--- config.mk ---
export PLATFORM = sky130hd
export DESIGN_NAME = instruction_decoder
export DESIGN_NICKNAME = d
export VERILOG_FILES = /design/src/core_isa_pkg.sv /design/src/instruction_decoder.sv
export SDC_FILE = /design/constraint.sdc
export NUM_CORES = 1
export LEC_CHECK = 0
export ABC_AREA = 1
export ABC_CLOCK_PERIOD_IN_PS = 2100
export BUFFER_PORTS_ARGS = -buffer_cell sky130_fd_sc_hd__buf_2
export CORE_MARGIN = 4
export CORE_UTILIZATION = 38
export DETAILED_ROUTE_END_ITERATION = 10
export PLACE_DENSITY = 0.83
export REMOVE_ABC_BUFFERS = 1
export SYNTH_ARGS = -nofsm -noshare
export SYNTH_HDL_FRONTEND = slang
export SYNTH_SLANG_ARGS = --single-unit
--- constraint.sdc ---
create_clock -name clock -period 2.1 [get_ports clock]
set_input_delay 0.42 -clock clock [delete_from_list [all_inputs] [get_ports clock]]
set_output_delay 0.42 -clock clock [all_outputs]
set_load 0.02 [all_outputs]
--- src/core_isa_pkg.sv ---
`default_nettype none

package core_isa_pkg;

    // Each channel owns this many general registers
    localparam int NUM_REGS = 8;

    typedef logic [2:0] channel_t;
    typedef logic [$clog2(NUM_REGS)-1:0] reg_idx_t;

    typedef enum logic [4:0] {
        NOP  = 5'd0,
        ADD  = 5'd1,
        SUB  = 5'd2,
        AND  = 5'd3,
        OR   = 5'd4,
        XOR  = 5'd5,
        LDC  = 5'd6,
        LDCH = 5'd7,
        STOP = 5'd8
    } opcode_t;

    // Instruction word with the opcode in the low five bits
    typedef struct packed {
        logic [17:0] unused;
        reg_idx_t    rb;
        reg_idx_t    ra;
        reg_idx_t    rd;
        logic [4:0]  opcode;
    } instr_t;

    typedef struct packed {
        logic        valid;
        instr_t      instr;
        logic [31:0] constant;
        channel_t    channel;
    } issue_t;

    typedef struct packed {
        logic        valid;
        opcode_t     opcode;
        reg_idx_t    rd;
        reg_idx_t    ra;
        reg_idx_t    rb;
        channel_t    channel;
        logic [31:0] constant;
    } decoded_op_t;

    // Register file address, one register of one channel
    typedef struct packed {
        channel_t channel;
        reg_idx_t index;
    } rf_addr_t;

    typedef struct packed {
        logic        valid;
        channel_t    channel;
        reg_idx_t    rd;
        logic [31:0] value;
    } writeback_t;

endpackage

`default_nettype wire
--- src/instruction_decoder.sv ---
`timescale 1ns/100ps
`default_nettype none

module instruction_decoder import core_isa_pkg::*; (
    input  logic        clock,
    input  logic        rst,
    input  issue_t      issue,
    output decoded_op_t op,
    output rf_addr_t    ra_addr,
    output rf_addr_t    rb_addr
);

    opcode_t opcode;
    decoded_op_t next_op;

    // Anything outside the instruction set is treated as NOP
    always_comb begin
        case (opcode_t'(issue.instr.opcode))
            NOP, ADD, SUB, AND, OR, XOR, LDC, LDCH, STOP: begin
                opcode = opcode_t'(issue.instr.opcode);
            end
            default: begin
                opcode = NOP;
            end
        endcase
    end

    always_comb begin
        next_op.valid = issue.valid;
        next_op.opcode = opcode;
        next_op.rd = issue.instr.rd;
        next_op.ra = issue.instr.ra;
        next_op.rb = issue.instr.rb;
        next_op.channel = issue.channel;
        next_op.constant = issue.constant;
    end

    always_ff @(posedge clock) begin
        if (rst) begin
            op.valid <= 1'b0;
        end else begin
            op <= next_op;
        end
    end

    // Operand addresses come from the registered op so the values line up with it
    assign ra_addr = '{channel: op.channel, index: op.ra};
    assign rb_addr = '{channel: op.channel, index: op.rb};

endmodule

`default_nettype wire

[Word-level counts from Yosys, hierarchy flattened]
Index checks and enable logic that the tools add are counted.
Storage, ports and cells
  register bits after elaboration: 50
  output and inout port bits: 62
  word-level logic and storage cells: 17
  input port bits: 70
Operators by class
  reduce and logical (&&, ||, !) cells: 2
  equal/unequal tests: 8
Operator list (number)
  5-bit by 3-bit == test with 1-bit output, second input constant: 4
  5-bit by 2-bit == test with 1-bit output, second input constant: 2
  9-bit OR reduction: 1
  5-bit by 1-bit == test with 1-bit output, second input constant: 1
  5-bit by 4-bit == test with 1-bit output, second input constant: 1
  5-bit logical NOT: 1

[Logic depth before layout (Yosys ltp)]
Gate-level depths: netlist (run 1).
  word-level depth: 2
  mapped depth: 5
  mapped depth without buffers: 5

[Least setup slack after synthesis (run 1)]
No wires, ideal clock.
  path type: input port to flip-flop
  start point: in rst
  end point: reg op[0] (netlist name) (enable)
  slack: 0.322 ns
  data required time: 1.697 ns
  path buffers: 0
  arrival time: 1.374 ns
  setup time: 0.403 ns
  cell stages on the path: 1
  cell sequence: inv_1
RTL lines
  start, declared: RTL line instruction_decoder.sv:6  | input logic rst,
  end signal, assigned: RTL line instruction_decoder.sv:42  | op <= next_op;
  end, declared: RTL line instruction_decoder.sv:8  | output decoded_op_t op,
No word-level cell between the ends.

[Worst setup path in the final report (run 1)]
  start point: reg op[34] (netlist name)
  end point: out ra_addr[5] (netlist name)
RTL lines
  end, declared: RTL line instruction_decoder.sv:9  | output rf_addr_t ra_addr,
No word-level cell between the ends.

==> flow_summary.ini, run 1 <==
[timing]
slew_violations = 0
finalCriticalPeriod_ns = 1.300
finalSetupViolations = 0
finalCritPeriodShare_pct = 61.91
rsz0062_at_grt = no
setup_ws_ns = 0.7998
fmax_mhz = 769.1
setup-tns-final_ns = 0
hold_violations = 0

[logic_synthesis]
synthSimpleGateAreaFrac_pct = 2.504
synth_seq_cells = 50
synth_edf_count = 49
synth_top_flop_cell = edfxtp_1
seq_area_frac_synth_pct = 90.44
ys_types = 9
synth.avg_cell_area_um2 = 20.87
ys_top_cells_by_count = edfxtp_1 (49), buf_4 (12), inv_1 (6), nor2_1 (5), nand2_1 (3)
synth_top_family_by_area = buffers and inverters
synth_top_area_cell = edfxtp_1
synth_adder_area_share_pct = 0
async_flop_share_pct = 0
yosys_warnings = 0
synthCells = 79
synth_xor_area_share_pct = 0
synth.area.top_cells = edfxtp_1 (89%), buf_4 (5.5%), inv_1 (1.4%)
synthMuxAreaShare_pct = 0
synth_top_area_share_pct = 89.23
netlist_area_um2 = 1649
synth.most_common_cell = edfxtp_1
synth-compound-area-share_pct = 0

[floorplanning]
chipHeight_um = 73.88
dieArea_um2 = 5458
core.rowCount = 23
ios = 132
start_util_pct = 40.36
die_w_um = 73.88
core_um2 = 4086

[cts]
cts_root_buffer = clkbuf_8
ctsResizeCount = 0
clock_sinks = 50
path_clk_slew_ns = 0.08
numCtsBuffers = 5
clk_path_buf_depth = 2
cts_tree = yes
cts_max_level = 2
holdBufCountCts = 0
cts_setup_buffers = 0

[detailed_routing]
wl_per_cell_um = 13.51
remaining_drc_errors = 0
wirelength_um = 3229
drt_iter0_markers = 23
firstDrtPassIters = 3
vias_per_cell = 4.305
vias = 1029
detail-route-antenna-nets = 0

[pwr]
pwr-share-seq_pct = 60.2
peakVddDrop_v = 0.0005816
p_sw_mw = 0.4757
clockPowerShare_pct = 25.2
p_leak_nw = 1.034
power_density_nw_per_um2 = 871.0
combPwrFrac_pct = 14.6
intPower_mw = 1.517
p_sw_share_pct = 23.88

[finish]
top_regs = op x50
largest_reg_flops = 50
syn_to_final_growth_pct = 38.69
diodes = 0
postLayoutCellArea_um2 = 2287
drive_above_1_share_pct = 63.49
final_nets = 258
regMostFlops = op

[worst_setup_path]
end_kind = primary output
cp_cell_sequence = buf_2
path_delay_family = flip-flops
startpoint_type = flop
worst-path-max-fanout = 3
startpoint = op[34]$_DFFE_PN_
max_stage_delay_ns = 0.41
cp.arrival_ns = 0.88
required_ns = 1.68
crit_buf_inv = 1
path_class = reg2out
cpMaxStageDelayCell = edfxtp_1

[grt]
grt.total_usage_pct = 12.42
grt_max_degree = 34
grt_overflow = 0
antenna_found_initial = 0
grt_pass1_vias = 1079
grt_pass1_wl_um = 4802

[flow_run]
cap_violations = 0

[place]
post_dp_cell_area_um2 = 2207
port_buffers = 113
dp_hpwl_um = 2641
gp_congestion = 0.7502
place_ws_ns = 0.7036

[outcome]
outcome = completed

[hold_path]
hold_path_startpoint = issue[34]
hold_path.class = in2reg
## power by group through the flow
stage	clock network, mW	logic, mW	registers (mW)
6_report	0.503	0.290	1.20
5_1_grt	0.576	0.312	1.21
4_1_cts	0.536	0.296	1.20
3_5_place_dp	0	0.296	1.22
3_3_place_gp	0	0.290	1.22
2_1_floorplan	0	0.0193	1.35
## layer usage
layer,vias to the layer above,track usage (%),share of wire (%)
met2,75,20.37,50
met3,5,8.755,18
met5,-,0,0
li1,488,-,-
met4,0,4.829,1.2
met1,461,12.07,31
## logic make-up after synthesis
group	Yosys count
flops	50
other cells	1
simple gates	10
buf+inv	18
## cell type report
type,count,area [µm²]
Multi-Input combinational cell,11,45.04
Fill cell,343,1799
Clock buffer,8,80.08
Tap cell,50,62.56
Sequential cell,50,1491
Timing Repair Buffer,114,585.6
Inverter,6,22.52
## worst paths after layout
check / endpoint / cells after the start
worst max-delay path: ra_addr[5] / 1
worst min-delay path: op[31]$_DFFE_PN_ / 1
## layout by cell type, fill, tap and decap left out
cell type / instances
buf_12: 1
buf_2: 113
nand2_1: 3
clkbuf_8: 5
conb_1: 1
inv_1: 5
dfxtp_1: 1
inv_2: 1
clkbuf_1: 3
nor2_1: 5
nor3_1: 1
nand4_1: 1
edfxtp_1: 49
## through the flow
stage                     total power [mW]  util, %  instances  hold slack [ns]
after global placement               1.509    54.01        231           0.5964
after detailed placement             1.519    54.01        231           0.5981
after floorplan                      1.373        -         67           0.4912
final                                1.992    55.97        239           0.2994
after global routing                 2.097    55.97        239           0.2742
after CTS                            2.033    55.97        239           0.2832
Note: power is estimated with default switching activity, not from simulation.
==> run 2, diff against run 1 <==
--- a/config.mk
+++ b/config.mk
@@ -5,8 +5,8 @@
 export SDC_FILE = /design/constraint.sdc
 export NUM_CORES = 1
 export LEC_CHECK = 0
-export ABC_AREA = 1
-export ABC_CLOCK_PERIOD_IN_PS = 2100
+export ABC_AREA = 0
+export ABC_CLOCK_PERIOD_IN_PS = 1200
 export BUFFER_PORTS_ARGS = -buffer_cell sky130_fd_sc_hd__buf_2
 export CORE_MARGIN = 4
 export CORE_UTILIZATION = 38
==> constraint.sdc (replaced) <==
create_clock -name clock -period 1.2 [get_ports clock]
set_input_delay 0.24 -clock clock [delete_from_list [all_inputs] [get_ports clock]]
set_output_delay 0.24 -clock clock [all_outputs]
set_load 0.02 [all_outputs]
==> flow_summary.ini, run 2 <==
[floorplanning]
start_util_pct = 40.05
core.rowCount = 23
die_w_um = 73.63
ios = 132
chipHeight_um = 73.63
dieArea_um2 = 5421
core_um2 = 4086

[cts]
numCtsBuffers = 5
path_clk_slew_ns = 0.09
cts_root_buffer = clkbuf_8
cts_tree = yes
holdBufCountCts = 0
cts_max_level = 2
ctsResizeCount = 0
cts_setup_buffers = 0
clock_sinks = 50
clk_path_buf_depth = 2

[grt]
grt_pass1_wl_um = 4850
grt_overflow = 0
grt.total_usage_pct = 12.50
grt_max_degree = 30
grt_pass1_vias = 1055
antenna_found_initial = 0

[finish]
regMostFlops = op
syn_to_final_growth_pct = 42.05
layout_commonest_cell = buf_2
largest_reg_flops = 50
top_regs = op x50
drive_above_1_share_pct = 68.13
finalCoreUtilization_pct = 56.89
final_cell_mix = buf_2 (113), edfxtp_1 (49), clkbuf_8 (5), and2_1 (3), buf_12 (2)
postLayoutCellArea_um2 = 2325
final_nets = 251
diodes = 0

[timing]
finalCritPeriodShare_pct = 93.75
finalCriticalPeriod_ns = 1.125
fmax_mhz = 888.9
hold_violations = 0
rsz0062_at_grt = no
slew_violations = 0
finalSetupViolations = 0

[place]
post_dp_cell_area_um2 = 2215
gp_congestion = 0.6844
port_buffers = 113

[pwr]
peakVddDrop_v = 0.0008600
p_leak_nw = 1.026
power_density_nw_per_um2 = 1610

[detailed_routing]
vias = 986
firstDrtPassIters = 2
wirelength_um = 3338
vias_per_cell = 4.250
remaining_drc_errors = 0
wl_per_cell_um = 14.39
drt_iter0_markers = 44
detail-route-antenna-nets = 0

[flow_run]
cap_violations = 0

[logic_synthesis]
ys_top_cells_by_count = edfxtp_1 (49), buf_4 (12), and2_1 (3)
synth_top_area_cell = edfxtp_1
synth.most_common_cell = edfxtp_1
synth_edf_count = 49
synth.avg_cell_area_um2 = 23.05
yosys_warnings = 0
synth.area.top_cells = edfxtp_1 (90%), buf_4 (5.5%), dfxtp_1 (1.2%)
synthCells = 71
ys_types = 10
synth_top_area_share_pct = 89.91
async_flop_share_pct = 0
netlist_area_um2 = 1637
seq_area_frac_synth_pct = 91.13
synth_top_flop_cell = edfxtp_1
synth_seq_cells = 50

[worst_setup_path]
worst-path-max-fanout = 3
cp.arrival_ns = 0.89
crit_buf_inv = 1
cp_cell_sequence = buf_2
max_stage_delay_ns = 0.42
cpMaxStageDelayCell = edfxtp_1
end_kind = primary output
path_class = reg2out
path_delay_family = flip-flops
required_ns = 0.96
startpoint_type = flop

[hold_path]
hold_path_startpoint = issue[42]
hold_path.class = in2reg
holdPathEnd = op[43]$_DFFE_PN_
min_path_cells = 1

[outcome]
outcome = completed
==> run 2: cell count changes after synthesis <==
cell	before	now
inv_1	6	1
nor2_1	5	1
and2_1	0	3
nand2_1	3	0
nand2b_1	0	1
nand4_1	1	0
nor2b_1	0	1
nor3_1	1	0
nor4_2	0	1
==> run 2: through the flow <==
stage / power (mW) / setup TNS [ns] / instances / setup WS [ns] / hold WS, ns
3_5_place_dp: 2.663 / 0 / 224 / 0.2261 / 0.4181
4_1_cts: 3.791 / 0 / 232 / 0.05599 / 0.1013
6_report: 3.744 / 0 / 232 / 0.07496 / 0.1169
3_3_place_gp: 2.644 / 0 / 224 / 0.2498 / 0.4161
5_1_grt: 3.909 / 0 / 232 / 0.02844 / 0.09602
2_1_floorplan: 2.398 / -19.48 / 59 / -0.3975 / 0.3116
==> run 2: final cells by class <==
class	count	area, µm²
clock inverter	2	37.54
clock buffer	6	72.57
fill	342	1762
timing repair buffer	115	605.6
inverter	1	3.754
sequential	50	1491
tap	50	62.56
multi-input combinational	8	51.30
==> run 2: where the power goes <==
| group | total, mW | switching, mW | internal [mW] |
|---|---|---|---|
| clock | 1.13 | 0.511 | 0.622 |
| combinational | 0.512 | 0.330 | 0.182 |
| sequential | 2.10 | 0.0354 | 2.06 |
==> run 2: logic make-up after synthesis <==
family / count (synthesis) / synth area share, %
other: 1 / 0.2291
AND/OR/NAND/NOR: 7 / 2.905
buffers and inverters: 13 / 5.734
flip-flops: 50 / 91.13
==> run 2: worst max path at each step <==
stage | start | to | slack [ns] | depth (start not counted)
2_1_floorplan | rst | op[0]$_DFFE_PN_ | -0.40 | 1
3_3_place_gp | rst | op[32]$_DFFE_PN_ | 0.25 | 3
3_5_place_dp | rst | op[12]$_DFFE_PN_ | 0.23 | 3
4_1_cts | op[32]$_DFFE_PN_ | op[32] | 0.06 | 1
5_1_grt | op[32]$_DFFE_PN_ | rb_addr[3] | 0.03 | 1
6_report | op[32]$_DFFE_PN_ | op[32] | 0.07 | 1
==> run 2: per-layer routing <==
metal  global-route usage, %  vias up  wire, µm
li1                        -      470         -
met1                   12.20      428      1089
met2                   20.57       82      1585
met3                   9.029        6       622
met4                   4.225        0        40
met5                       0        -         0
